[src/rtl/pm_pkg.sv]
package pm_pkg;

	// data path widths
	localparam int img_ww  = 12;
	localparam int step_w  = 32;
	localparam int speed_w = 32;
	localparam int frm_w   = 2;
	localparam int tbl_aw  = 8;
	localparam int cfg_dw  = 32;

	// image coordinate below destination means move forward
	localparam bit img_l2r = 1'b1;

	typedef logic [img_ww-1:0]         img_pos_t;
	typedef logic signed [step_w-1:0]  step_t;
	typedef logic [speed_w-1:0]        speed_t;
	typedef logic [frm_w-1:0]          frm_t;
	typedef logic [tbl_aw-1:0]         tbl_addr_t;
	typedef logic [3:0]                reg_addr_t;

	// register map
	localparam reg_addr_t reg_ctl      = 4'd0;
	localparam reg_addr_t reg_dst      = 4'd1;
	localparam reg_addr_t reg_tol      = 4'd2;
	localparam reg_addr_t reg_speed    = 4'd3;
	localparam reg_addr_t reg_step     = 4'd4;
	localparam reg_addr_t reg_frm      = 4'd5;
	localparam reg_addr_t reg_tbl_ptr  = 4'd8;
	localparam reg_addr_t reg_tbl_data = 4'd9;

	// bit positions in the control register
	localparam int ctl_run_bit    = 0;
	localparam int ctl_single_bit = 1;
	localparam int ctl_abs_bit    = 2;
	localparam int ctl_img_bit    = 3;

	typedef struct packed {
		logic     run;
		logic     single_dir;
		logic     abs;
		logic     dep_img;
		img_pos_t img_dst;
		img_pos_t img_tol;
		speed_t   speed;
		step_t    step;
		frm_t     delay_frm;
	} pm_req_t;

	typedef struct packed {
		speed_t speed;
		step_t  step;
		logic   abs;
	} pm_cmd_t;

endpackage

[src/rtl/pos_delay.sv]
`timescale 1ns/1ps

module pos_delay (
	input  logic          clk,
	input  logic          resetn,
	input  logic          eof,
	input  pm_pkg::frm_t  delay_frm,
	input  pm_pkg::step_t cur_pos,
	output pm_pkg::step_t movie_pos
);
	import pm_pkg::*;

	localparam int depth = 2 ** frm_w;

	step_t hist [depth];

	// newest sample at index 0
	always_ff @(posedge clk) begin
		if (!resetn) begin
			for (int i = 0; i < depth; i++)
				hist[i] <= '0;
		end else if (eof) begin
			hist[0] <= cur_pos;
			for (int i = 1; i < depth; i++)
				hist[i] <= hist[i-1];
		end
	end

	// position as it was delay_frm frames back
	always_ff @(posedge clk) begin
		if (!resetn)
			movie_pos <= '0;
		else
			movie_pos <= hist[delay_frm];
	end

endmodule

[config.mk]
export PLATFORM = sky130hd
export DESIGN_NAME = pos_delay
export DESIGN_NICKNAME = d
export VERILOG_FILES = /design/src/rtl/pm_pkg.sv /design/src/rtl/pos_delay.sv
export SDC_FILE = /design/constraint.sdc
export NUM_CORES = 1
export LEC_CHECK = 0
export BUFFER_PORTS_ARGS = -buffer_cell sky130_fd_sc_hd__buf_2
export CAP_MARGIN = 0
export CORE_ASPECT_RATIO = 1.25
export CORE_MARGIN = 10
export CORE_UTILIZATION = 40
export DETAILED_ROUTE_END_ITERATION = 16
export GPL_ROUTABILITY_DRIVEN = 0
export PLACE_DENSITY = 0.6
export SKIP_LAST_GASP = 1
export SLEW_MARGIN = 20
export SYNTH_ARGS = -nofsm -noshare
export SYNTH_HDL_FRONTEND = slang
export SYNTH_SLANG_ARGS = --single-unit
export TNS_END_PERCENT = 1
[constraint.sdc]
create_clock -name clk -period 7.9 [get_ports clk]
set_input_delay 1.975 -clock clk [delete_from_list [all_inputs] [get_ports clk]]
set_output_delay 1.975 -clock clk [all_outputs]
set_load 0.02 [all_outputs]
* Yosys cells after proc, flatten, opt, wreduce, memory -nomap -nowiden
Memories as Yosys holds them, arrays and structs flattened. A register that Yosys moved wholly into a read port is not among the register bits.
Cells that the tools add are included.
** Cells by class
- Reductions and logical operators :: 1
- Mux-type cells :: 8
- Bitwise gates (word level) :: 4
** Operators with widths (number)
- $mux 32 :: 4
- $mux 1 :: 4
- $or 1x1->1 :: 4
- $logic_not 1->1 :: 1
** Word-level totals
- Memories kept :: 1
- Input port bits :: 37
- Bits in registers :: 0
- RAM bits :: 128
** Memory list
- hist :: depth 4, bits a word 32, rd ports 4, clocked after Yosys merged registers in 1, write ports 4, RTL line pos_delay.sv:15 : step_t hist [depth];

* Longest topological paths before layout
- Depth in word-level cells :: 4
- Mapped depth :: 4
- Gate-level depth less buffers :: 2

* Least setup slack after synthesis
No wires, ideal clock.
- Path type :: input port to flip-flop
- From :: in eof
- To :: mem hist[0][0] in the netlist's numbering, enable pin
- Library setup time :: 0.509 ns
- Cell stages on the path :: 2
- Slack :: 2.159 ns
- Arrival :: 5.231 ns
- Data required time :: 7.391 ns
- Path buffers :: 1
- Cells stage by stage :: buf_2 -> nand2b_1
** RTL lines
- start, declared :: RTL line pos_delay.sv:6 : input logic eof,
- end, declared :: RTL line pos_delay.sv:15

==> results.yml <==
power_and_ir_drop:
  finalPower_uw: 1950
  power.density_nw_per_um2: 263
  pwr-share-seq: 0.508
  clock_power_share: 0.426
  combPwrFrac: 0.066
  ir_drop_uv: 118
  p_sw_frac: 0.212
  leakagePower_uw: 0.00345
  p_int_uw: 1540
  p_sw_uw: 415
grt:
  track_usage: 0.118
  grt_pass1_wl_um: 20200
  use_met2: 0.174
  grt_start_max_net_pins: 130
  grt_util_met1: 0.155
  first_global_vias: 3776
  grt.busiest_layer: "met2"
  antenna_found_initial: 0
  use_met3: 0.0363
  grt_overflow: 0
clocking:
  cts_root_buf: "clkbuf_16"
  cts_resized: 0
  clock-sinks: 160
  cts_tree: "built"
  insertion_delay_ns: 0.41
  postCtsSetupBuffers: 0
  htree_levels: 4
  cts_hold_buffers: 0
  clk_path_buf_depth: 2
  numCtsBuffers: 17
  clk_pin_slew_ns: 0.06
drt:
  ant_nets: 0
  drc: 0
  drt_wl_total_um: 12800
  viasPerCell: 5.18
  wl_per_cell_um: 18.2
  drt-initial-drc-count: 285
  dr_total_vias: 3648
  dr.pass1.iters: 4
yosys:
  synth.top_cells.by_count: "and3_1, edfxtp_1, mux2i_1, dfxtp_1, o22ai_1"
  synth.distinct_cells: 14
  synthFlopType: "edfxtp_1"
  async_reset_ff_frac: 0
  yosysTopAreaCell: "edfxtp_1"
  synth_area_leaders: "edfxtp_1, and3_1, dfxtp_1"
  yosysWarnings: 0
  synth_edf_count: 128
  avgSynthCellArea_um2: 15.0
  syn_nets: 465
  ys_seq_elements: 160
  synthesis.area_um2: 6410
  syn_inst: 428
  yosys.area.top_type_share: 0.600
  seq_area_frac_synth: 0.700
sta:
  period_share: 0.448
  drv_slew: 0
  tightest_slew_ns: 1.04
  clock_skew_ns: 0.00716
  finalSetupViolCount: 0
  slew_headroom: 0.304
  fmax_ghz: 0.282
  fin_setup_tns_ns: 0
  layout_min_cycle_time_ns: 3.54
  hold_viol_final: 0
  rsz0062_at_grt: "false"
worst_setup_path:
  arrival_ns: 3.59
  crit_type: "input pin to flip-flop"
  end_kind: "flip-flop"
  start_kind: "input pin"
  required_ns: 7.94
  cp_max_fo: 78
placed_design:
  place_area_um2: 6790
  hpwl_um: 6670
  port_buffers: 68
floorplanning:
  die_area_um2: 21500
  core-area_um2: 15600
  die_h_um: 161
  io_pins: 69
  rows: 51
  die_w_um: 133
  start_util: 0.410
finish:
  syn2layout_area_growth_pct: 15.9
  utilization: 0.475
  nets: 516
  drive_gt1_frac: 0.213
  fin_area_um2: 7430
  antenna_cells: 0
worst_hold_path:
  hold_class: "flip-flop to flip-flop"
status:
  status: "completed"
run:
  max_cap_viol_count: 0
==> final timing paths <==
| kind | start | end | slack (ns) | cells past startpoint |
|---|---|---|---|---|
| hold reg to reg | hist[3][12] | movie_pos[12] | 0.52 | 2 |
| hold / removal | hist[3][12] | movie_pos[12] | 0.52 | 2 |
| setup / recovery | eof | hist[1][1] | 4.36 | 3 |
| setup reg to reg | hist[0][3] | hist[1][3] | 7.07 | 1 |
==> state kept, by name, indices dropped and copies added, names as in the netlist <==
signal / count
hist: 128
movie_pos: 32
==> power groups by stage <==
stage,sequential (µW),clock [µW],combinational [µW]
global placement,1010,0,127
finish,993,831,129
global route,999,888,142
detailed placement,1010,0,130
floorplan,1020,0,81.5
CTS,993,853,131
==> worst max-delay path, cell delays in order <==
cell      delay, ns
buf_2          0.10
nand2b_4       0.79
buf_4          0.69
==> layout make-up <==
| class | count | area, µm² |
|---|---|---|
| clock inverters | 11 | 135 |
| flip-flops and latches | 160 | 4480 |
| multi-input cells | 227 | 1670 |
| clock buffers | 21 | 470 |
| repair buffers | 73 | 403 |
| fillers | 1366 | 8210 |
| well taps | 212 | 265 |
==> layer usage <==
metal | vias up | part of all wire
li1 | 1747 | -
met3 | 13 | 0.048
met5 | - | 0
met1 | 1800 | 0.49
met4 | 0 | 0.012
met2 | 88 | 0.45
==> kinds of logic (layout without fill, tap and decap cells) <==
logic type | count (synthesis) | after routing | share of synthesized area
DFF | 160 | 160 | 0.700
buffers and inverters | 41 | 105 | 0.0412
AOI/OAI and AO/OA | 32 | 32 | 0.0312
and+or+nand+nor | 131 | 131 | 0.128
muxes | 64 | 64 | 0.100
==> placed cells by master, fill, tap and decap left out <==
cell type,n
clkinv_2,5
clkinv_1,1
edfxtp_1,128
buf_4,6
o22ai_1,32
nand2b_2,1
dfxtp_1,32
inv_6,1
buf_16,1
nand2_1,1
buf_2,66
clkbuf_8,3
bufinv_16,3
clkinvlp_4,1
clkbuf_16,17
and3_1,128
clkbuf_1,1
mux2i_1,64
nand2b_4,1
==> per-stage QoR <==
stage | worst slack [ns] | hold WS (ns) | instances
after global placement | 3.95 | 0.504 | 671
after detailed placement | 3.89 | 0.506 | 671
after CTS | 4.34 | 0.523 | 703
final | 4.36 | 0.519 | 704
after global routing | 4.24 | 0.552 | 704
after floorplan | 2.16 | 0.483 | 428
(Power assumes the default switching activity.)
