--- config.mk ---
export PLATFORM = sky130hd
export DESIGN_NAME = pm_regs
export DESIGN_NICKNAME = d
export VERILOG_FILES = /design/src/rtl/pm_pkg.sv /design/src/rtl/pm_regs.sv
export SDC_FILE = /design/constraint.sdc
export NUM_CORES = 1
export LEC_CHECK = 0
export BUFFER_PORTS_ARGS = -buffer_cell sky130_fd_sc_hd__buf_2
export CAP_MARGIN = 20
export CORE_MARGIN = 2
export CORE_UTILIZATION = 44
export DETAILED_ROUTE_END_ITERATION = 8
export PLACE_DENSITY = 0.75
export SYNTH_ARGS = -nofsm -noshare
export SYNTH_HDL_FRONTEND = slang
export SYNTH_SLANG_ARGS = --single-unit
export TNS_END_PERCENT = 100
--- constraint.sdc ---
create_clock -name clk -period 1.4 [get_ports clk]
set_input_delay 0.21 -clock clk [delete_from_list [all_inputs] [get_ports clk]]
set_output_delay 0.21 -clock clk [all_outputs]
set_load 0.005 [all_outputs]
--- src/rtl/pm_pkg.sv ---
package pm_pkg;

	// data path widths
	localparam int img_ww  = 12;
	localparam int step_w  = 32;
	localparam int speed_w = 32;
	localparam int frm_w   = 2;
	localparam int tbl_aw  = 8;
	localparam int cfg_dw  = 32;

	// image coordinate below destination means move forward
	localparam bit img_l2r = 1'b1;

	typedef logic [img_ww-1:0]         img_pos_t;
	typedef logic signed [step_w-1:0]  step_t;
	typedef logic [speed_w-1:0]        speed_t;
	typedef logic [frm_w-1:0]          frm_t;
	typedef logic [tbl_aw-1:0]         tbl_addr_t;
	typedef logic [3:0]                reg_addr_t;

	// register map
	localparam reg_addr_t reg_ctl      = 4'd0;
	localparam reg_addr_t reg_dst      = 4'd1;
	localparam reg_addr_t reg_tol      = 4'd2;
	localparam reg_addr_t reg_speed    = 4'd3;
	localparam reg_addr_t reg_step     = 4'd4;
	localparam reg_addr_t reg_frm      = 4'd5;
	localparam reg_addr_t reg_tbl_ptr  = 4'd8;
	localparam reg_addr_t reg_tbl_data = 4'd9;

	// bit positions in the control register
	localparam int ctl_run_bit    = 0;
	localparam int ctl_single_bit = 1;
	localparam int ctl_abs_bit    = 2;
	localparam int ctl_img_bit    = 3;

	typedef struct packed {
		logic     run;
		logic     single_dir;
		logic     abs;
		logic     dep_img;
		img_pos_t img_dst;
		img_pos_t img_tol;
		speed_t   speed;
		step_t    step;
		frm_t     delay_frm;
	} pm_req_t;

	typedef struct packed {
		speed_t speed;
		step_t  step;
		logic   abs;
	} pm_cmd_t;

endpackage

--- src/rtl/pm_regs.sv ---
`timescale 1ns/1ps

module pm_regs (
	input  logic                       clk,
	input  logic                       resetn,
	input  logic                       cfg_wr,
	input  pm_pkg::reg_addr_t          cfg_addr,
	input  logic [pm_pkg::cfg_dw-1:0]  cfg_wdata,
	output pm_pkg::pm_req_t            req,
	output logic                       tbl_we,
	output pm_pkg::tbl_addr_t          tbl_waddr,
	output pm_pkg::step_t              tbl_wdata
);
	import pm_pkg::*;

	tbl_addr_t tbl_ptr;

	// settings registers and table pointer
	always_ff @(posedge clk) begin
		if (!resetn) begin
			req     <= '0;
			tbl_ptr <= '0;
		end else if (cfg_wr) begin
			case (cfg_addr)
				reg_ctl: begin
					req.run        <= cfg_wdata[ctl_run_bit];
					req.single_dir <= cfg_wdata[ctl_single_bit];
					req.abs        <= cfg_wdata[ctl_abs_bit];
					req.dep_img    <= cfg_wdata[ctl_img_bit];
				end
				reg_dst:      req.img_dst   <= cfg_wdata[img_ww-1:0];
				reg_tol:      req.img_tol   <= cfg_wdata[img_ww-1:0];
				reg_speed:    req.speed     <= cfg_wdata[speed_w-1:0];
				reg_step:     req.step      <= cfg_wdata[step_w-1:0];
				reg_frm:      req.delay_frm <= cfg_wdata[frm_w-1:0];
				reg_tbl_ptr:  tbl_ptr       <= cfg_wdata[tbl_aw-1:0];
				// pointer moves on after each data write
				reg_tbl_data: tbl_ptr       <= tbl_ptr + 1'b1;
				default: ;
			endcase
		end
	end

	// one-cycle table write strobe
	always_ff @(posedge clk) begin
		if (!resetn)
			tbl_we <= 1'b0;
		else
			tbl_we <= cfg_wr && (cfg_addr == reg_tbl_data);
	end

	always_ff @(posedge clk) begin
		tbl_waddr <= tbl_ptr;
		tbl_wdata <= cfg_wdata[step_w-1:0];
	end

endmodule

Word-level counts from Yosys, hierarchy flattened. Index checks and enable logic that the tools add are counted.

Add/subtract/negate cells: 1. Muxes and demuxes: 1. Reductions and logical operators: 10. Equality and inequality tests: 7.

Operator list (number): one-hot mux 8 bit (2 select lines) (1); AND reduction 2 bit (7); adder 8 x 1 -> 8 bit (second input constant) (1); equality test 4 x 2 -> 1 bit (second input constant) (2); equality test 4 x 3 -> 1 bit (second input constant) (2); equality test 4 bit (second input constant) (2); equality test 4 x 1 -> 1 bit (second input constant) (1); zero test 4 bit (1); nonzero test 2 bit (1); logical AND 1 bit (1).

Bits of input ports: 39. Output and inout port bits: 135. Flip-flop bits (word level): 143. Word-level logic and storage cells: 32.

Depth between registers and ports, before layout.
Depth in word-level cells: 3. Mapped depth: 7. Mapped depth without buffers: 5.

Worst setup path after synthesis. OpenSTA, ideal clock, no wires.

Path type: reg-to-reg. Start point: register tbl_ptr[0]. End point: register tbl_ptr[6]. Path buffers: 0. Setup slack: 0.126 ns. Arrival: 1.155 ns. Setup time: 0.119 ns. Stages on the path, launching flop included: 6. Period minus slack after synthesis: 1.274 ns. Cells stage by stage: dfxtp_1 > ha_1 > and3_1 > nand2_1 > o22a_1 > o221a_1.

Cells in the longest elaborated chain, start to end: 2.

RTL lines: from (decl) (line pm_regs.sv:16) `tbl_addr_t tbl_ptr;`; from (signal assigned) (line pm_regs.sv:36) `reg_tbl_ptr: tbl_ptr <= cfg_wdata[tbl_aw-1:0];`; from (signal assigned) (line pm_regs.sv:38) `reg_tbl_data: tbl_ptr <= tbl_ptr + 1'b1;`; adder 8 x 1 -> 8 bit (line pm_regs.sv:38); one-hot mux 8 bit (2 select lines) (line pm_regs.sv:24) `case (cfg_addr)`.

No other way between the ends. A chain may end at the register's enable or synchronous reset.

Final worst setup path. Same ends and word-level chain as after synthesis.

==> out/metrics.cfg <==
[grt]
overflow = 0
first_global_vias = 4143
gr-usage-all-layers = 0.2293
grt_max_degree = 56
antenna_found_initial = 0
use_met2 = 0.3908
top_usage_layer = met2
grt_pass1_wl_um = 20670
grt_util_met3 = 0.06598
met1_usage = 0.2735

[floorplanning]
initial_utilization = 0.4544
die_width_um = 107.5
core_um2 = 10370
die_y_um = 107.5
ioPinCount = 174
row_count = 37
dieArea_um2 = 11550

[clock_tree]
clk_latency_ns = 0.51
path_clk_slew_ns = 0.06
h-tree-depth = 4
numCtsBuffers = 17
cts_tree = done
cts_root_buf = clkbuf_8
clock_sinks = 143
clockBufferDepth = 2

[route]
drc_errors = 0
ant_nets = 0
dr.first_iter.drc_count = 195
via_per_inst = 4.990
routed-via-count = 4346
firstDrtPassIters = 4
wl_per_cell_um = 15.04
totalWireLength_um = 13100

[placement]
detailed_place.area_um2 = 5767
gp_congestion = 0.9038
place_inst = 808
hpwl_um = 8811
port_buffers = 173

[worst_setup_path]
r2r_end = tbl_ptr[6]$_SDFFE_PN0P_
required_ns = 1.80
rrSetupSlack_ns = 0.02
cp.arrival_ns = 1.78
critical_path_class = reg -> reg
end_kind = flip-flop
r2r_cells = 5
cp-start-kind = flip-flop
reg2reg_from = tbl_ptr[0]$_SDFFE_PN0P_
crit_path_max_fanout = 5

[sta]
drv_slew = 0
hold_viol = 0
fmax_ghz = 0.7250
fin_skew_ns = 0.006344
min_period_over_period = 0.9852
fin_setup_tns_ns = 0
fin_crit_ns = 1.379
worstMarginPinSlew_ns = 0.4200
report.final.setup_viol = 0
maxSlewHeadroom = 0.7200

[synthesis]
synth_cells = 513
yosysTopAreaCell = dfxtp_1
synth_flop_cell = dfxtp_1
yosysWarnings = 0
async_flop_share = 0
yosysUniqueCellTypes = 40
syn_area_um2 = 4712
synth_top_area_frac = 0.6075
ys_top_cells_by_count = 157 x nand2_1, 143 x dfxtp_1, 90 x a21oi_1
synth_edf_count = 0
seq_area_frac_synth = 0.6075
synth_most_common_cell = nand2_1
synth_nets = 553
syn_avg_cell_area_um2 = 9.185
synthTopCellsByArea = dfxtp_1 61%, nand2_1 13%, a21oi_1 9.6%
synth-seq-cells = 143

[final_layout]
area_growth_pct = 43.41
layout.nets = 763
post-route-cell-area_um2 = 6758
num_antenna_cells = 0
fin_cells = 871
drive_gt1_frac = 0.3224

[min_path]
hold-path-endpoint = tbl_ptr[6]$_SDFFE_PN0P_
holdPathStages = 2
hp-class = in -> reg
worstHoldStart = resetn

[power_and_ir_drop]
leakage_nw = 2.919
cellPowerDensity_nw_per_um2 = 1424
vdd_drop_max_mv = 0.7409

[status]
status = complete, no violations

[run]
max_cap_violations = 0

-- where the power goes --
part           internal, mW  leakage (nW)  switching (mW)
Clock                  3.26         0.306            1.65
Sequential             4.17          1.17          0.0378
Combinational         0.239          1.45           0.280
-- worst max path at each step --
stage / depth (start not counted) / to / from / slack [ns]
floorplan: 5 / tbl_ptr[6]$_SDFFE_PN0P_ / tbl_ptr[0]$_SDFFE_PN0P_ / 0.13
global placement: 6 / req[79]$_SDFFE_PN0P_ / cfg_addr[2] / -0.13
detailed placement: 6 / req[89]$_SDFFE_PN0P_ / cfg_addr[2] / -0.19
CTS: 5 / tbl_ptr[6]$_SDFFE_PN0P_ / tbl_ptr[1]$_SDFFE_PN0P_ / 0.005
global route: 5 / tbl_ptr[6]$_SDFFE_PN0P_ / tbl_ptr[1]$_SDFFE_PN0P_ / -0.03
finish: 5 / tbl_ptr[6]$_SDFFE_PN0P_ / tbl_ptr[0]$_SDFFE_PN0P_ / 0.02
-- area by class of cell --
cell class | count | area [um^2]
Clock buffer | 22 | 473.0
Clock inverter | 9 | 180.2
Fill cell | 812 | 3612
Inverter | 1 | 3.754
Multi-Input combinational cell | 333 | 1637
Sequential cell | 143 | 2868
Tap cell | 136 | 170.2
Timing Repair Buffer | 227 | 1426
-- metrics by stage --
step                      utilization  setup slack, ns  hold WS, ns  total power, mW
after floorplan                     -           0.1263       0.2377            4.476
after global placement         0.5561          -0.1260       0.3426            4.726
after detailed placement       0.5561          -0.1902       0.3456            4.739
after CTS                      0.6501         0.004800      0.01998            9.685
after global routing           0.6517         -0.02650      0.03720            9.939
final                          0.6517          0.02074      0.04833            9.623
-- layout by cell type (no fill, tap or decap), types with 2 or more instances in the layout --
cell type      count
a21oi_1           90
o22ai_1            3
nand3_1           20
nand2_1          157
nor2_1            15
clkinvlp_4         4
mux2i_1           12
buf_2            173
clkbuf_16         16
clkbuf_8           5
buf_12             6
buf_4             16
nand4bb_1          2
o21ai_0            6
nand3_2            2
and3_1             2
nor3_1             2
bufinv_16          5
dfxtp_1          141
dlygate4sd3_1     32
-- flip-flops by register name, indices dropped and copies added (netlist names) --
| signal | cells |
|---|---|
| tbl_wdata | 32 |
| req | 94 |
| tbl_waddr | 8 |
| tbl_ptr | 8 |
| tbl_we | 1 |
-- logic make-up after synthesis --
family	after synthesis	synth area share
buffers and inverters	37	0.04779
adders and majority gates	1	0.002655
AOI/OAI and AO/OA	107	0.1200
and+or+nand+nor	213	0.1965
DFF	143	0.6075
muxes	12	0.02549
-- routing by layer --
metal,wire length [um],share of wire,up-vias
li1,-,-,2118
met1,5607,0.43,2028
met2,6311,0.48,181
met3,997,0.076,19
met4,186,0.014,0
met5,0,0,-
-- worst max-delay path, stage by stage, from the launching register on --
cell and delay (ns):
dfxtp_4 0.37, ha_2 0.20, and3_4 0.21, nand2_1 0.09, o22a_1 0.19, o221a_1 0.22
-- what timing repair did --
action / CTS / global route
resized for setup: 1 / 5
endpoints found under the hold margin: 80 / 0
buffers inserted: 0 / 0
setup endpoints to repair: 1 / 2
pin swaps: 0 / 0
hold buffers: 32 / 0
No activity file was read; power rests on OpenSTA's default activity.
