`config.mk`:
```
export PLATFORM = sky130hd
export DESIGN_NAME = pm_ctl
export DESIGN_NICKNAME = d
export VERILOG_FILES = /design/src/rtl/pm_pkg.sv /design/src/rtl/pm_ctl.sv
export SDC_FILE = /design/constraint.sdc
export NUM_CORES = 1
export LEC_CHECK = 0
export BUFFER_PORTS_ARGS = -buffer_cell sky130_fd_sc_hd__buf_4
export CORE_UTILIZATION = 35
export CTS_CLUSTER_SIZE = 16
export DETAILED_ROUTE_END_ITERATION = 7
export PLACE_DENSITY = 0.55
export SYNTH_ARGS = -nofsm -noshare
export SYNTH_HDL_FRONTEND = slang
export SYNTH_SLANG_ARGS = --single-unit
```
`constraint.sdc`:
```
create_clock -name clk -period 4 [get_ports clk]
set_input_delay 0.4 -clock clk [delete_from_list [all_inputs] [get_ports clk]]
set_output_delay 0.4 -clock clk [all_outputs]
set_load 0.05 [all_outputs]
```
`src/rtl/pm_pkg.sv`:
```
package pm_pkg;

	// data path widths
	localparam int img_ww  = 12;
	localparam int step_w  = 32;
	localparam int speed_w = 32;
	localparam int frm_w   = 2;
	localparam int tbl_aw  = 8;
	localparam int cfg_dw  = 32;

	// image coordinate below destination means move forward
	localparam bit img_l2r = 1'b1;

	typedef logic [img_ww-1:0]         img_pos_t;
	typedef logic signed [step_w-1:0]  step_t;
	typedef logic [speed_w-1:0]        speed_t;
	typedef logic [frm_w-1:0]          frm_t;
	typedef logic [tbl_aw-1:0]         tbl_addr_t;
	typedef logic [3:0]                reg_addr_t;

	// register map
	localparam reg_addr_t reg_ctl      = 4'd0;
	localparam reg_addr_t reg_dst      = 4'd1;
	localparam reg_addr_t reg_tol      = 4'd2;
	localparam reg_addr_t reg_speed    = 4'd3;
	localparam reg_addr_t reg_step     = 4'd4;
	localparam reg_addr_t reg_frm      = 4'd5;
	localparam reg_addr_t reg_tbl_ptr  = 4'd8;
	localparam reg_addr_t reg_tbl_data = 4'd9;

	// bit positions in the control register
	localparam int ctl_run_bit    = 0;
	localparam int ctl_single_bit = 1;
	localparam int ctl_abs_bit    = 2;
	localparam int ctl_img_bit    = 3;

	typedef struct packed {
		logic     run;
		logic     single_dir;
		logic     abs;
		logic     dep_img;
		img_pos_t img_dst;
		img_pos_t img_tol;
		speed_t   speed;
		step_t    step;
		frm_t     delay_frm;
	} pm_req_t;

	typedef struct packed {
		speed_t speed;
		step_t  step;
		logic   abs;
	} pm_cmd_t;

endpackage

```
`src/rtl/pm_ctl.sv`:
```
`timescale 1ns/1ps

module pm_ctl (
	input  logic              clk,
	input  logic              resetn,
	input  pm_pkg::pm_req_t   req,
	input  logic              img_pulse,
	input  logic              img_valid,
	input  pm_pkg::img_pos_t  img_pos,
	input  logic              m_state,
	input  pm_pkg::step_t     m_position,
	input  pm_pkg::step_t     movie_pos,
	input  pm_pkg::step_t     rd_data,
	output pm_pkg::tbl_addr_t rd_addr,
	output logic              m_start,
	output pm_pkg::pm_cmd_t   m_cmd,
	output logic              m_stop,
	output logic              m_mod_remain,
	output pm_pkg::step_t     m_new_remain,
	output logic              exe_done
);
	import pm_pkg::*;

	logic     img_pen;
	img_pos_t frm_pos, frm_dst, frm_tol;
	logic     pen_d1, pen_d2, pen_d3, pen_d4, pen_d5;
	img_pos_t pos_l, pos_d, pos_r, pos_c;
	logic     pos_lofl, pos_rofr, pos_lofd;
	img_pos_t pos_dmc, pos_cmd;
	logic     pos_ok, need_back;
	logic     pos_ok_d4, need_back_d4;
	logic     pos_ok_d5, pos_over;
	step_t    dst_pos, step_d5;
	logic     m_started, m_run_over, need_dyn_adjust;
	logic     dir_back, m_stopped;

	assign dir_back  = req.step[step_w-1];
	assign m_stopped = m_run_over && !m_state;

	// enable chain, one bit per stage
	always_ff @(posedge clk) begin
		if (!resetn)
			{img_pen, pen_d1, pen_d2, pen_d3, pen_d4, pen_d5} <= '0;
		else
			{img_pen, pen_d1, pen_d2, pen_d3, pen_d4, pen_d5} <=
				{img_pulse && req.dep_img, img_pen, pen_d1, pen_d2, pen_d3, pen_d4};
	end

	// frame inputs sampled at the frame edge
	always_ff @(posedge clk) begin
		if (img_pulse) begin
			frm_pos <= img_pos;
			frm_dst <= req.img_dst;
			frm_tol <= req.img_tol;
		end
	end

	// stage 1: window edges and measured position
	always_ff @(posedge clk) begin
		if (img_pen) begin
			pos_l <= frm_dst - frm_tol;
			pos_d <= frm_dst;
			pos_r <= frm_dst + frm_tol;
			pos_c <= frm_pos;
		end
	end

	// stage 2: compare against window
	always_ff @(posedge clk) begin
		if (pen_d1) begin
			pos_lofl <= pos_c < pos_l;
			pos_rofr <= pos_c > pos_r;
			pos_lofd <= pos_c < pos_d;
			pos_dmc  <= pos_d - pos_c;
			pos_cmd  <= pos_c - pos_d;
		end
	end

	// stage 3: decision and table address
	always_ff @(posedge clk) begin
		if (!resetn) begin
			pos_ok    <= 1'b0;
			need_back <= 1'b0;
			rd_addr   <= '0;
		end else if (pen_d2) begin
			pos_ok    <= !pos_rofr && !pos_lofl;
			need_back <= (pos_lofd != img_l2r);
			// pixel error truncated to the table index
			if (pos_rofr)
				rd_addr <= pos_cmd[tbl_aw-1:0];
			else if (pos_lofl)
				rd_addr <= pos_dmc[tbl_aw-1:0];
			else
				rd_addr <= '0;
		end
	end

	// stage 4
	always_ff @(posedge clk) begin
		if (!resetn) begin
			pos_ok_d4    <= 1'b0;
			need_back_d4 <= 1'b0;
		end else if (pen_d3) begin
			pos_ok_d4    <= pos_ok;
			need_back_d4 <= need_back;
		end
	end

	// stage 5: overshoot and target motor position
	always_ff @(posedge clk) begin
		if (!resetn) begin
			pos_ok_d5 <= 1'b0;
			pos_over  <= 1'b0;
		end else if (pen_d4) begin
			pos_ok_d5 <= pos_ok_d4;
			pos_over  <= !pos_ok_d4 && (need_back_d4 != dir_back);
		end
	end

	always_ff @(posedge clk) begin
		if (pen_d4) begin
			step_d5 <= rd_data;
			dst_pos <= need_back_d4 ? movie_pos - rd_data : movie_pos + rd_data;
		end
	end

	// motor run history
	always_ff @(posedge clk) begin
		if (!resetn) begin
			m_started  <= 1'b0;
			m_run_over <= 1'b0;
		end else begin
			if (m_start)
				m_started <= 1'b1;
			if (m_state)
				m_run_over <= 1'b1;
		end
	end

	// early stop not implemented, held low
	assign m_stop = 1'b0;

	// start command, image or direct
	always_ff @(posedge clk) begin
		if (!resetn) begin
			m_start         <= 1'b0;
			m_cmd           <= '0;
			need_dyn_adjust <= 1'b0;
		end else if (m_start) begin
			m_start <= 1'b0;
		end else if (req.dep_img) begin
			if (pen_d5 && req.single_dir && !pos_ok_d5 && !pos_over && !m_started) begin
				m_start     <= 1'b1;
				m_cmd.speed <= req.speed;
				m_cmd.step  <= img_valid ? step_d5 : '0;
				m_cmd.abs   <= 1'b0;
				// zero-step move is steered by later frames
				if (!img_valid)
					need_dyn_adjust <= 1'b1;
			end
		end else if (req.run && !m_started) begin
			m_start     <= 1'b1;
			m_cmd.speed <= req.speed;
			m_cmd.step  <= req.step;
			m_cmd.abs   <= req.abs;
		end
	end

	// remaining step correction while running
	always_ff @(posedge clk) begin
		if (!resetn) begin
			m_mod_remain <= 1'b0;
			m_new_remain <= '0;
		end else if (m_mod_remain) begin
			m_mod_remain <= 1'b0;
		end else if (pen_d5 && req.single_dir && m_state && need_dyn_adjust && img_valid) begin
			if (dir_back && m_position > dst_pos) begin
				m_mod_remain <= 1'b1;
				m_new_remain <= m_position - dst_pos;
			end else if (!dir_back && m_position < dst_pos) begin
				m_mod_remain <= 1'b1;
				m_new_remain <= dst_pos - m_position;
			end
		end
	end

	// sticky done flag
	always_ff @(posedge clk) begin
		if (!resetn)
			exe_done <= 1'b0;
		else if (req.single_dir && (m_stopped || pos_over))
			exe_done <= 1'b1;
	end

endmodule

```
Word level (Yosys, flattened, before mapping) --
Cells that the tools add are included.
Storage, ports and cells: flip-flop bits (word level) 290, bits in latches 0, memory bits (writable) 0, bits in read-only memories 0, input port bits 207, output and inout bits 109, word-level logic and storage cells 103, memories kept 0
Cells by class: add/subtract/negate cells 8, $mul 0, div/mod/pow operators 0, $lt $le $gt $ge 5, eq/ne operators 2, shift operators 0, multiplexer cells 14, bitwise gates (word level) 6, reductions and logical operators 31
Operators by type and width (count):
- 65-bit 2-to-1 mux | 3
- 32-bit 2-to-1 mux | 4
- 32-bit subtractor | 3
- 32-bit adder | 1
- 32-bit greater-than comparator | 1
- 32-bit less-than comparator | 1
- 12-bit less-than comparator | 2
- 8-bit 2-to-1 mux | 2
- 8-bit subtractor | 2
- 1-bit logical AND | 15
- 12-bit adder | 1
- 12-bit greater-than comparator | 1
- 12-bit subtractor | 1
- 1-bit logical NOT | 8
- 1-bit NOT | 6
- 3-bit AND reduction | 2
- 1-bit 2-to-1 mux | 5
- 4-bit AND reduction | 1
- 2-bit nonzero test | 2
- 3-bit OR reduction | 1
- 2-bit by 1-bit inequality test with 1-bit output (second input constant) | 1
- 2-bit OR reduction | 1
- 1-bit logical OR | 1
- 1-bit inequality test | 1

Depth between registers and ports, before layout --
Gate-level depths: netlist (run 1).
depth in word-level cells 6, gate-level depth with buffers 20

Worst setup path after synthesis (run 1) --
No wires, ideal clock.
kind in2reg, start in rd_data[1], end reg dst_pos[30] (data pin), data arrival time 3.718 ns, setup slack 0.024 ns, stages on the path 19, cells stage by stage nor3_1 nand2_1 nor3_1 and3b_1 and3_1 clkbuf_1 nor2_1 xnor2_1 ha_1 a21o_1 a21o_1 a311o_1 a31oi_1 o21a_1 o21ai_1 a211oi_1 o41ai_1 a21oi_1 xnor2_1
Between the ends: cells in the longest elaborated chain, start to end 2
Ends and longest elaborated chain:
- start: declaration | line pm_ctl.sv:13 | input pm_pkg::step_t rd_data,
- 32-bit adder / 32-bit subtractor (equally long branches) | line pm_ctl.sv:123 | dst_pos <= need_back_d4 ? movie_pos - rd_data : movie_pos + rd_data;
- 32-bit 2-to-1 mux (*) | line pm_ctl.sv:123
- end signal: assignment | line pm_ctl.sv:123
- end: declaration | line pm_ctl.sv:33 | step_t dst_pos, step_d5;
Every way passes the cells marked *; elsewhere a longest branch is shown, timed or not. A chain may end at the register's enable or synchronous reset.

Worst setup path after layout (run 1) --
start reg dst_pos[0], end reg m_new_remain[11]
Between the ends: cells in the longest elaborated chain, start to end 4
Ends and longest elaborated chain:
- 32-bit greater-than comparator / 32-bit less-than comparator (equally long branches) | line pm_ctl.sv:177, pm_ctl.sv:180
- 1-bit logical AND, on equally long branches | line pm_ctl.sv:177, pm_ctl.sv:180
- 2-bit nonzero test (no source line)
- 3-bit AND reduction (no source line)
- end signal: assignment | line pm_ctl.sv:179 | m_new_remain <= m_position - dst_pos;
- end signal: assignment | line pm_ctl.sv:182 | m_new_remain <= dst_pos - m_position;
- end: declaration | line pm_ctl.sv:19 | output pm_pkg::step_t m_new_remain,
Parallel ways exist; a longest one is shown, timed or not. The select of a mux whose other input is x is not followed.

==> flow_summary.ini, run 1 <==
[logic_synthesis]
synth_cells = 1793
synthMuxAreaShare_pct = 1.254
synth_top_area_share_pct = 29.22
ys_seq_area_share_pct = 43.74
synth_enable_flop_cells = 165
synthXorXnorAreaFrac_pct = 5.423
syn_nets = 2167
synthesis.area_um2 = 16960
ys.flop_type = edfxtp_1
synth_top_family_by_area = compound AO/OA/AOI/OAI gates
synthSimpleGateAreaFrac_pct = 13.75
yosysUniqueCellTypes = 73
synthAdderAreaFrac_pct = 12.63
syn_avg_cell_area_um2 = 9.458
yosysWarnings = 0
synth.area.top_cells = edfxtp_1 (29%), dfxtp_1 (15%), ha_1 (12%), a21oi_1 (4.7%), xnor2_1 (4.2%)
synth-compound-area-share_pct = 17.49
synth_largest_area_cell = edfxtp_1
ys_ff_latch = 288
ys_async_sr_fraction_pct = 0

[finish]
syn2layout_area_growth_pct = 26.79
fill_cells = 4562
layout_common_cells = buf_4 (394), inv_1 (167), edfxtp_1 (165), a21oi_1 (160), ha_1 (160)
multi_input_area_um2 = 8600
drive_above_1_share_pct = 21.27
final_cells = 2789
layout.nets = 2519
seq_area_um2 = 7420
final_common_cell = buf_4

[clock_network]
cts.path.max_buffers = 3
cts_root_buffer = clkbuf_16
cts_sinks = 288
clk_pin_slew_worst_paths_ns = 0.06
ctsHoldBuffers = 0
cts_made_buffers = 35
clk_latency_ns = 0.53
tritoncts = yes
cts_max_level = 2

[grt]
grt_usage_pct = 19.70
grt_max_degree = 85
grt_pass1_vias = 13840
antenna_found_initial = 12
overflow = 0
grt_pass1_wl_um = 75660

[routing]
num_vias = 14290
drtIter0Drc = 759
routed_wl_um = 49750
wl_per_cell_um = 17.84
drt_pass1_iterations = 5
drc_errors = 0
via_per_inst = 5.124
ant_nets = 0

[power_and_ir_drop]
p_leak_nw = 9.492
ir_worst_vdd_mv = 0.3158
p_per_area_nw_per_um2 = 367.6

[setup_path]
arrival_ns = 4.17
rr_worst_depth = 13
crit_type = register to register
r2r-start = dst_pos[0]$_DFFE_PP_
reg2reg_slack_ns = 0.26
crit_path_end_kind = register
crit_fanout = 4
crit_required_ns = 4.42
cp-start-kind = register
r2r-end = m_new_remain[11]$_SDFFE_PN0P_

[die]
core_area_um2 = 47750
top_level_ports = 316
start_util_pct = 35.52
chipHeight_um = 222.1
num_rows = 80
dieArea_um2 = 49340
die_x_um = 222.1

[outcome]
status = complete, no violations

[placement]
finalWeightedCongestion = 0.8811
portBuffers = 312
dp_hpwl_um = 39040
placed_cells = 2723

[worst_hold_path]
hold_path_depth = 1
min_to = frm_tol[3]$_DFFE_PP_
hp-class = input port to register
holdCritStartpoint = req[69]

[flow_run]
max_cap_viol_count = 0

[timing]
fin_skew_ns = 0.009430
tightest_slew_ns = 1.052
grt_setup_unrepaired = false
finalMaxSlewViolations = 0
tns_ns = 0
min_period_ns = 3.745
finalSetupViolations = 0
fmax_mhz = 267.0
hold_viol_final = 0
relSlewSlack_pct = 29.86
finalCritPeriodShare_pct = 93.62
-- per-layer routing --
| layer | global-route usage [%] | routed length, um |
|---|---|---|
| met4 | 7.034 | 1574 |
| met5 | 0 | 124 |
| met1 | 24.06 | 21220 |
| met2 | 33.75 | 23820 |
| met3 | 4.519 | 3002 |
-- how the worst max path moves through the flow --
stage	start	to	slack [ns]	cells after the start
after CTS	dst_pos[0]$_DFFE_PP_	m_new_remain[10]$_SDFFE_PN0P_	0.18	12
after detailed placement	rd_data[0]	dst_pos[30]$_DFFE_PP_	-0.28	21
after global routing	dst_pos[0]$_DFFE_PP_	m_new_remain[11]$_SDFFE_PN0P_	0.03	13
after global placement	rd_data[0]	dst_pos[30]$_DFFE_PP_	-0.26	21
after floorplan	rd_data[1]	dst_pos[30]$_DFFE_PP_	0.02	19
final	dst_pos[0]$_DFFE_PP_	m_new_remain[11]$_SDFFE_PN0P_	0.26	13
-- cell families after synthesis --
family	count (synthesis)
AND/OR/NAND/NOR	500
AO/OA/AOI/OAI	461
flip-flops	288
buffers and inverters	250
adder cells (fa/ha/maj)	167
XOR/XNOR	105
multiplexers	21
other	1
-- synth_stat cells (4+ instances only) --
library cell,n
nor2b_1,21
inv_1,168
xnor2_1,81
xor2_1,24
a31oi_1,10
clkbuf_1,61
o21a_1,12
a221oi_1,37
and2_1,13
a211oi_1,29
ha_1,160
a311o_1,6
o21ai_1,14
nor2_1,159
nand2_1,127
nand2b_1,17
a21oi_1,160
nor3_1,58
nor4_1,8
edfxtp_1,165
nand3_1,28
dfxtp_1,123
and3_1,14
or4_1,4
fa_1,7
or3_1,15
a21o_1,53
o21bai_1,19
mux2i_1,19
nand4_1,20
o41ai_1,6
o211ai_1,7
o21ai_0,65
buf_2,15
a22oi_1,8
-- worst max-delay path: stages, from the launching register on --
cell and delay (ns):
edfxtp_1 0.44, ha_1 0.25, fa_1 0.39, nand2b_1 0.16, a21oi_1 0.24, o211ai_1 0.18
a211oi_1 0.42, o21ai_1 0.19, buf_4 0.19, o21ai_0 0.40, nand3_1 0.13, a31oi_1 0.22
mux2i_1 0.11, a311o_1 0.32
-- cell type report --
cell class / count / share of cell area [%]
Multi-Input combinational cell: 1255 / 40.00
Tap cell: 615 / 3.579
Clock buffer: 51 / 4.638
Sequential cell: 288 / 34.51
Antenna cell: 2 / 0.02328
Timing Repair Buffer: 396 / 13.94
Clock inverter: 13 / 0.3550
Inverter: 169 / 2.956
-- flip-flops by register name, indices dropped and copies added (netlist names), 7 cells and up --
signal	count
pos_d	12
frm_pos	12
frm_tol	12
dst_pos	32
pos_r	11
pos_c	12
m_new_remain	32
step_d5	32
pos_dmc	8
frm_dst	12
rd_addr	8
pos_cmd	7
pos_l	12
m_cmd	65
-- through the flow --
step | instance area (um^2) | hold slack (ns) | power, W | utilization, % | setup WS (ns)
after global routing | 21500 | 0.01347 | 0.008280 | 45.02 | 0.03487
after global placement | 20410 | 0.4109 | 0.004973 | 42.74 | -0.2553
after detailed placement | 20410 | 0.4045 | 0.004994 | 42.74 | -0.2829
after floorplan | 16960 | 0.4003 | 0.004394 | - | 0.02395
after CTS | 21480 | 0.01013 | 0.008012 | 44.99 | 0.1790
final | 21500 | 0.04221 | 0.007903 | 45.03 | 0.2551
-- repair_timing --
action | CTS | global route
endpoints found under the setup margin | 0 | 4
buffers inserted | 0 | 0
gates resized for setup | 0 | 3
-- report_power, final --
part	switching, W	internal, W
logic	0.000883	0.000681
registers	0.0000665	0.00330
clock network	0.00124	0.00174
total	0.00219	0.00571
(Power assumes the default switching activity.)
==> run 2, diff against run 1 <==
--- a/config.mk
+++ b/config.mk
@@ -7,9 +7,10 @@
 export LEC_CHECK = 0
 export BUFFER_PORTS_ARGS = -buffer_cell sky130_fd_sc_hd__buf_4
 export CORE_UTILIZATION = 35
-export CTS_CLUSTER_SIZE = 16
+export CTS_CLUSTER_SIZE = 12
 export DETAILED_ROUTE_END_ITERATION = 7
 export PLACE_DENSITY = 0.55
+export RECOVER_POWER = 25
 export SYNTH_ARGS = -nofsm -noshare
 export SYNTH_HDL_FRONTEND = slang
 export SYNTH_SLANG_ARGS = --single-unit
==> flow_summary.ini, run 2 (synthesized netlist as in run 1, its figures left out) <==
[timing]
fin_skew_ns = 0.01004
hold_slack_ns = 0.06378
fmax_mhz = 267.2
grt_setup_unrepaired = false
finalMaxSlewViolations = 38
tns_ns = 0
tightest_slew_ns = 1.917
relSlewSlack_pct = -27.82
finalSetupViolations = 0
finalCritPeriodShare_pct = 93.56
hold_viol_final = 0
min_period_ns = 3.742

[power_and_ir_drop]
p_clk_share_pct = 37.7
p_comb_share_pct = 19.6
p_sw_w = 0.002183
p_int_w = 0.005699
p_leak_nw = 9.368
ir_worst_vdd_mv = 0.3153
sw_frac_of_total_pct = 27.70
pwr-share-seq_pct = 42.7
p_per_area_nw_per_um2 = 368.6

[clock_network]
cts_sinks = 288
clk_latency_ns = 0.53
cts_max_level = 2
clk_pin_slew_worst_paths_ns = 0.06
ctsHoldBuffers = 0
cts.path.max_buffers = 3
cts_root_buffer = clkbuf_16
cts_made_buffers = 35
tritoncts = yes
cts_setup_buffers = 0

[routing]
drc_errors = 0
ant_nets = 0
num_vias = 14290
routed_wl_um = 49610
via_per_inst = 5.121
wl_per_cell_um = 17.78
drt_pass1_iterations = 5
drtIter0Drc = 763

[die]
die_x_um = 222.1
top_level_ports = 316
num_rows = 80
chipHeight_um = 222.1
core_area_um2 = 47750
start_util_pct = 35.52
dieArea_um2 = 49340

[grt]
grt_usage_pct = 19.70
antenna_found_initial = 12
grt_pass1_vias = 13840
use_met3_pct = 4.519
met2_usage_pct = 33.75
globalRouteMet1Util_pct = 24.06
grt_max_degree = 85
grt.busiest_layer = met2
grt_pass1_wl_um = 75660
overflow = 0

[worst_hold_path]
hp-class = input port to register

[finish]
layout.nets = 2519
drive_above_1_share_pct = 19.80
layout_common_cells = buf_4 (326), inv_1 (167), edfxtp_1 (165), a21oi_1 (160), ha_1 (160)
largest_reg_flops = 65
final_common_cell = buf_4
top_register = m_cmd
syn2layout_area_growth_pct = 26.10
final_cells = 2790

[placement]
placed_cells = 2723
portBuffers = 312
finalWeightedCongestion = 0.8811
dp_hpwl_um = 39040

[outcome]
violations = max-capacitance violations, max-slew violations
status = complete, but fails checks

[setup_path]
crit_type = register to register
path_cells = ha_1, fa_1, nand2b_1, a21oi_1, o211ai_1, a211oi_1, o21ai_1, buf_4, o21ai_0, nand3_1, a31oi_1, mux2i_1, a311o_1
critical_path.max_stage_delay_ns = 0.44
crit_fanout = 4
cpMaxStageDelayCell = edfxtp_1
crit_required_ns = 4.42
crit_path_end_kind = register
arrival_ns = 4.16
cp-start-kind = register

[flow_run]
max_cap_viol_count = 1
run 2: cell types whose count changed in the layout (fill, tap and decap cells not counted):
cell,previous run,this run
and2_0,0,1
and2_1,12,11
buf_4,394,326
clkbuf_1,11,43
clkbuf_4,0,36
diode_2,2,3
run 2: worst max-delay path: cells and delay by family, from the launching register on:
kind,cells,cell delay (ns)
buffers and inverters,1,0.19
adder cells (fa/ha/maj),2,0.64
flip-flops,1,0.44
AND/OR/NAND/NOR,2,0.29
multiplexers,1,0.11
AO/OA/AOI/OAI,7,1.98
run 2: per-layer routing:
metal  vias to the layer above  routed length (um)  share of wire, %
met1                      6737               21110                43
li1                       7075                   -                 -
met3                        90                3056               6.2
met2                       365               23750                48
met5                         -                 124              0.25
met4                        20                1575               3.2
run 2: power by group through the flow:
stage                     logic, W  registers (W)  clock network, W
after floorplan           0.000840        0.00355                 0
after global placement     0.00155        0.00343                 0
after detailed placement   0.00157        0.00343                 0
after CTS                  0.00157        0.00337           0.00307
after global routing       0.00170        0.00338           0.00318
final                      0.00155        0.00337           0.00297
run 2: repair_timing:
| action | 4_1_cts | 5_1_grt |
|---|---|---|
| endpoints found under the hold margin | 0 | 0 |
| endpoints found under the setup margin | 0 | 4 |
| resized for setup | 0 | 3 |
run 2: layout make-up:
type	count	area [um^2]
Fill cell	4598	26360
Antenna cell	3	7.507
Sequential cell	288	7420
Timing Repair Buffer	396	2878
Multi-Input combinational cell	1255	8600
Inverter	169	635.6
Clock inverter	13	76.32
Clock buffer	51	997.2
Tap cell	615	769.5
run 2: metrics by stage:
| stage | power (W) | cell area, um^2 | util (%) | worst slack, ns |
|---|---|---|---|---|
| floorplan | 0.004394 | 16960 | - | 0.02395 |
| global placement | 0.004973 | 20410 | 42.74 | -0.2553 |
| detailed placement | 0.004994 | 20410 | 42.74 | -0.2829 |
| CTS | 0.008012 | 21480 | 44.99 | 0.1790 |
| global route | 0.008265 | 21380 | 44.77 | 0.03487 |
| finish | 0.007882 | 21380 | 44.79 | 0.2575 |
run 2: path summary, 6_finish.rpt:
kind	from	endpoint	slack (ns)	cells after the start
hold / removal	req[69]	frm_tol[3]$_DFFE_PP_	0.06	1
setup / recovery	dst_pos[0]$_DFFE_PP_	m_new_remain[11]$_SDFFE_PN0P_	0.26	13
hold reg to reg	frm_pos[8]$_DFFE_PP_	pos_c[8]$_DFFE_PP_	0.42	0
setup reg to reg	dst_pos[0]$_DFFE_PP_	m_new_remain[11]$_SDFFE_PN0P_	0.26	13
==> run 3, diff against run 2 <==
--- a/config.mk
+++ b/config.mk
@@ -7,6 +7,7 @@
 export LEC_CHECK = 0
 export BUFFER_PORTS_ARGS = -buffer_cell sky130_fd_sc_hd__buf_4
 export CORE_UTILIZATION = 35
+export CTS_BUF_LIST = sky130_fd_sc_hd__clkbuf_4 sky130_fd_sc_hd__clkbuf_8 sky130_fd_sc_hd__clkbuf_16
 export CTS_CLUSTER_SIZE = 12
 export DETAILED_ROUTE_END_ITERATION = 7
 export PLACE_DENSITY = 0.55
==> constraint.sdc (replaced) <==
create_clock -name clk -period 3 [get_ports clk]
set_input_delay 0.3 -clock clk [delete_from_list [all_inputs] [get_ports clk]]
set_output_delay 0.3 -clock clk [all_outputs]
set_load 0.05 [all_outputs]
==> flow_summary.ini, run 3 (synthesized netlist as in run 1, its figures left out) <==
[timing]
grt_setup_unrepaired = true
relSlewSlack_pct = -77.38
finalSetupViolations = 46
hold_slack_ns = 0.03019
tightest_slew_ns = 2.661
min_period_ns = 3.430
fmax_mhz = 291.5
finalMaxSlewViolations = 74
fin_skew_ns = 0.01373
setup_slack_ns = -0.4302
hold_viol_final = 0
finalCritPeriodShare_pct = 114.3

[power_and_ir_drop]
ir_worst_vdd_mv = 0.4483
p_sw_w = 0.003259
sw_frac_of_total_pct = 28.57
p_per_area_nw_per_um2 = 441.2
p_leak_nw = 11.38
pwr-share-seq_pct = 39.4
p_clk_share_pct = 37.0
finalPower_w = 0.01141
p_int_w = 0.008148
p_comb_share_pct = 23.7

[clock_network]
clk_latency_ns = 0.55
tritoncts = yes
cts_sinks = 288
cts.path.max_buffers = 3
cts_root_buffer = clkbuf_16
clk_pin_slew_worst_paths_ns = 0.06
cts_made_buffers = 37
cts_max_level = 2

[setup_path]
crit_buf_inv = 2
critPathTopFamily = compound AO/OA/AOI/OAI gates
crit_fanout = 3
crit_path_end_kind = register
cp-start-kind = input port
critical_path.max_stage_delay_ns = 0.32
path_cells = buf_4, clkbuf_1, nor3_4, nand2_1, nor3_2, and3b_1, and3_4, nor2_2, xnor2_1, ha_1, a21o_1, a21o_1, a311o_1, a31oi_2, o21a_1, o21ai_4, a211oi_2, o41ai_1, a21oi_1, xnor2_1
cpMaxStageDelayCell = ha_1
crit_required_ns = 3.29
arrival_ns = 3.72
crit_type = input port to register

[routing]
drc_errors = 0
ant_nets = 0
drt_pass1_iterations = 5
drtIter0Drc = 885
wl_per_cell_um = 18.09
num_vias = 15730
via_per_inst = 5.014
routed_wl_um = 56750

[finish]
layout_common_cells = buf_4 (539), edfxtp_1 (165), inv_1 (163), ha_1 (147), nor2_1 (141)
syn2layout_area_growth_pct = 52.47
layout.nets = 2866
fill_cells = 4221
largest_reg_flops = 65
top_register = m_cmd
final_area_um2 = 25850
drive_above_1_share_pct = 35.40
final_common_cell = buf_4

[placement]
finalWeightedCongestion = 0.9010
portBuffers = 312
place_area_um2 = 22000
dp_hpwl_um = 43090

[die]
num_rows = 80
core_area_um2 = 47750
top_level_ports = 316
die_x_um = 222.1
chipHeight_um = 222.1
dieArea_um2 = 49340
start_util_pct = 35.52

[grt]
grt_pass1_vias = 15680
grt_pass1_wl_um = 84860
overflow = 0
antenna_found_initial = 11
grt_usage_pct = 22.16
grt_max_degree = 77

[outcome]
violations = max-capacitance violations, max-slew violations, negative setup slack
status = complete, but fails checks

[worst_hold_path]
hp-class = input port to register

[flow_run]
max_cap_viol_count = 2
-- run 3: cell count changes in the layout (fill, tap and decap cells not counted), sizes merged --
cell / previous run / this run
buf: 328 / 586
clkbuf: 119 / 120
dlygate4sd3: 0 / 83
clkinv: 13 / 14
clkinvlp: 1 / 4
diode: 3 / 2
inv: 168 / 170
-- run 3: worst reg2reg max path, delay by kind of cell (launching register included) --
family                   cells  cell delay (ns)
AO/OA/AOI/OAI                7             1.64
XOR/XNOR                     1             0.07
flip-flops                   1             0.39
adder cells (fa/ha/maj)      1             0.25
AND/OR/NAND/NOR              2             0.57
multiplexers                 1             0.24
-- run 3: final timing paths --
| check | endpoint | from | slack (ns) | cells past startpoint |
|---|---|---|---|---|
| setup / recovery | dst_pos[30]$_DFFE_PP_ | rd_data[1] | -0.43 | 20 |
| hold / removal | m_cmd[51]$_SDFFE_PN0P_ | req[52] | 0.03 | 3 |
| setup reg to reg | dst_pos[31]$_DFFE_PP_ | need_back_d4$_SDFFE_PN0P_ | -0.42 | 12 |
| hold reg to reg | pos_c[11]$_DFFE_PP_ | frm_pos[11]$_DFFE_PP_ | 0.42 | 0 |
-- run 3: what timing repair did --
item | CTS | global route
endpoints found under the hold margin | 83 | 0
setup endpoints to repair | 53 | 60
resized for setup | 175 | 152
gates cloned | 3 | 1
hold buffers | 83 | 0
pin swaps | 76 | 80
buffers inserted | 27 | 37
-- run 3: layout make-up --
type,count,area [um^2],area share [%]
Multi-Input combinational cell,1255,9926,38.39
Sequential cell,288,7423,28.71
Timing Repair Buffer,741,5923,22.91
Clock buffer,48,1032,3.992
Tap cell,615,769.5,2.976
Inverter,169,638.1,2.468
Clock inverter,19,137.6,0.5323
Antenna cell,2,5.005,0.01936
-- run 3: through the flow --
step | instances | setup WS [ns] | TNS (ns) | util [%]
after global placement | 2924 | -0.9437 | -24.82 | 46.07
after global routing | 3136 | -0.5727 | -14.40 | 54.15
final | 3137 | -0.4302 | -7.685 | 54.15
after CTS | 3104 | -0.3763 | -7.581 | 52.48
after floorplan | 1793 | -0.6066 | -3.542 | -
after detailed placement | 2924 | -0.9925 | -25.17 | 46.07
-- run 3: power by group through the flow --
stage | Sequential (W) | Combinational (W) | Clock (W)
6_report | 0.00449 | 0.00270 | 0.00422
2_1_floorplan | 0.00474 | 0.00113 | 0
5_1_grt | 0.00451 | 0.00294 | 0.00449
4_1_cts | 0.00449 | 0.00258 | 0.00435
3_5_place_dp | 0.00457 | 0.00233 | 0
3_3_place_gp | 0.00457 | 0.00230 | 0
-- run 3: routing by layer --
layer	vias up	wire (um)	part of all wire (%)	GRT usage (%)
li1	7779	-	-	-
met1	7426	24070	42	26.90
met2	389	27450	48	38.16
met3	118	2900	5.1	4.545
met4	18	2206	3.9	8.893
met5	-	115	0.20	0
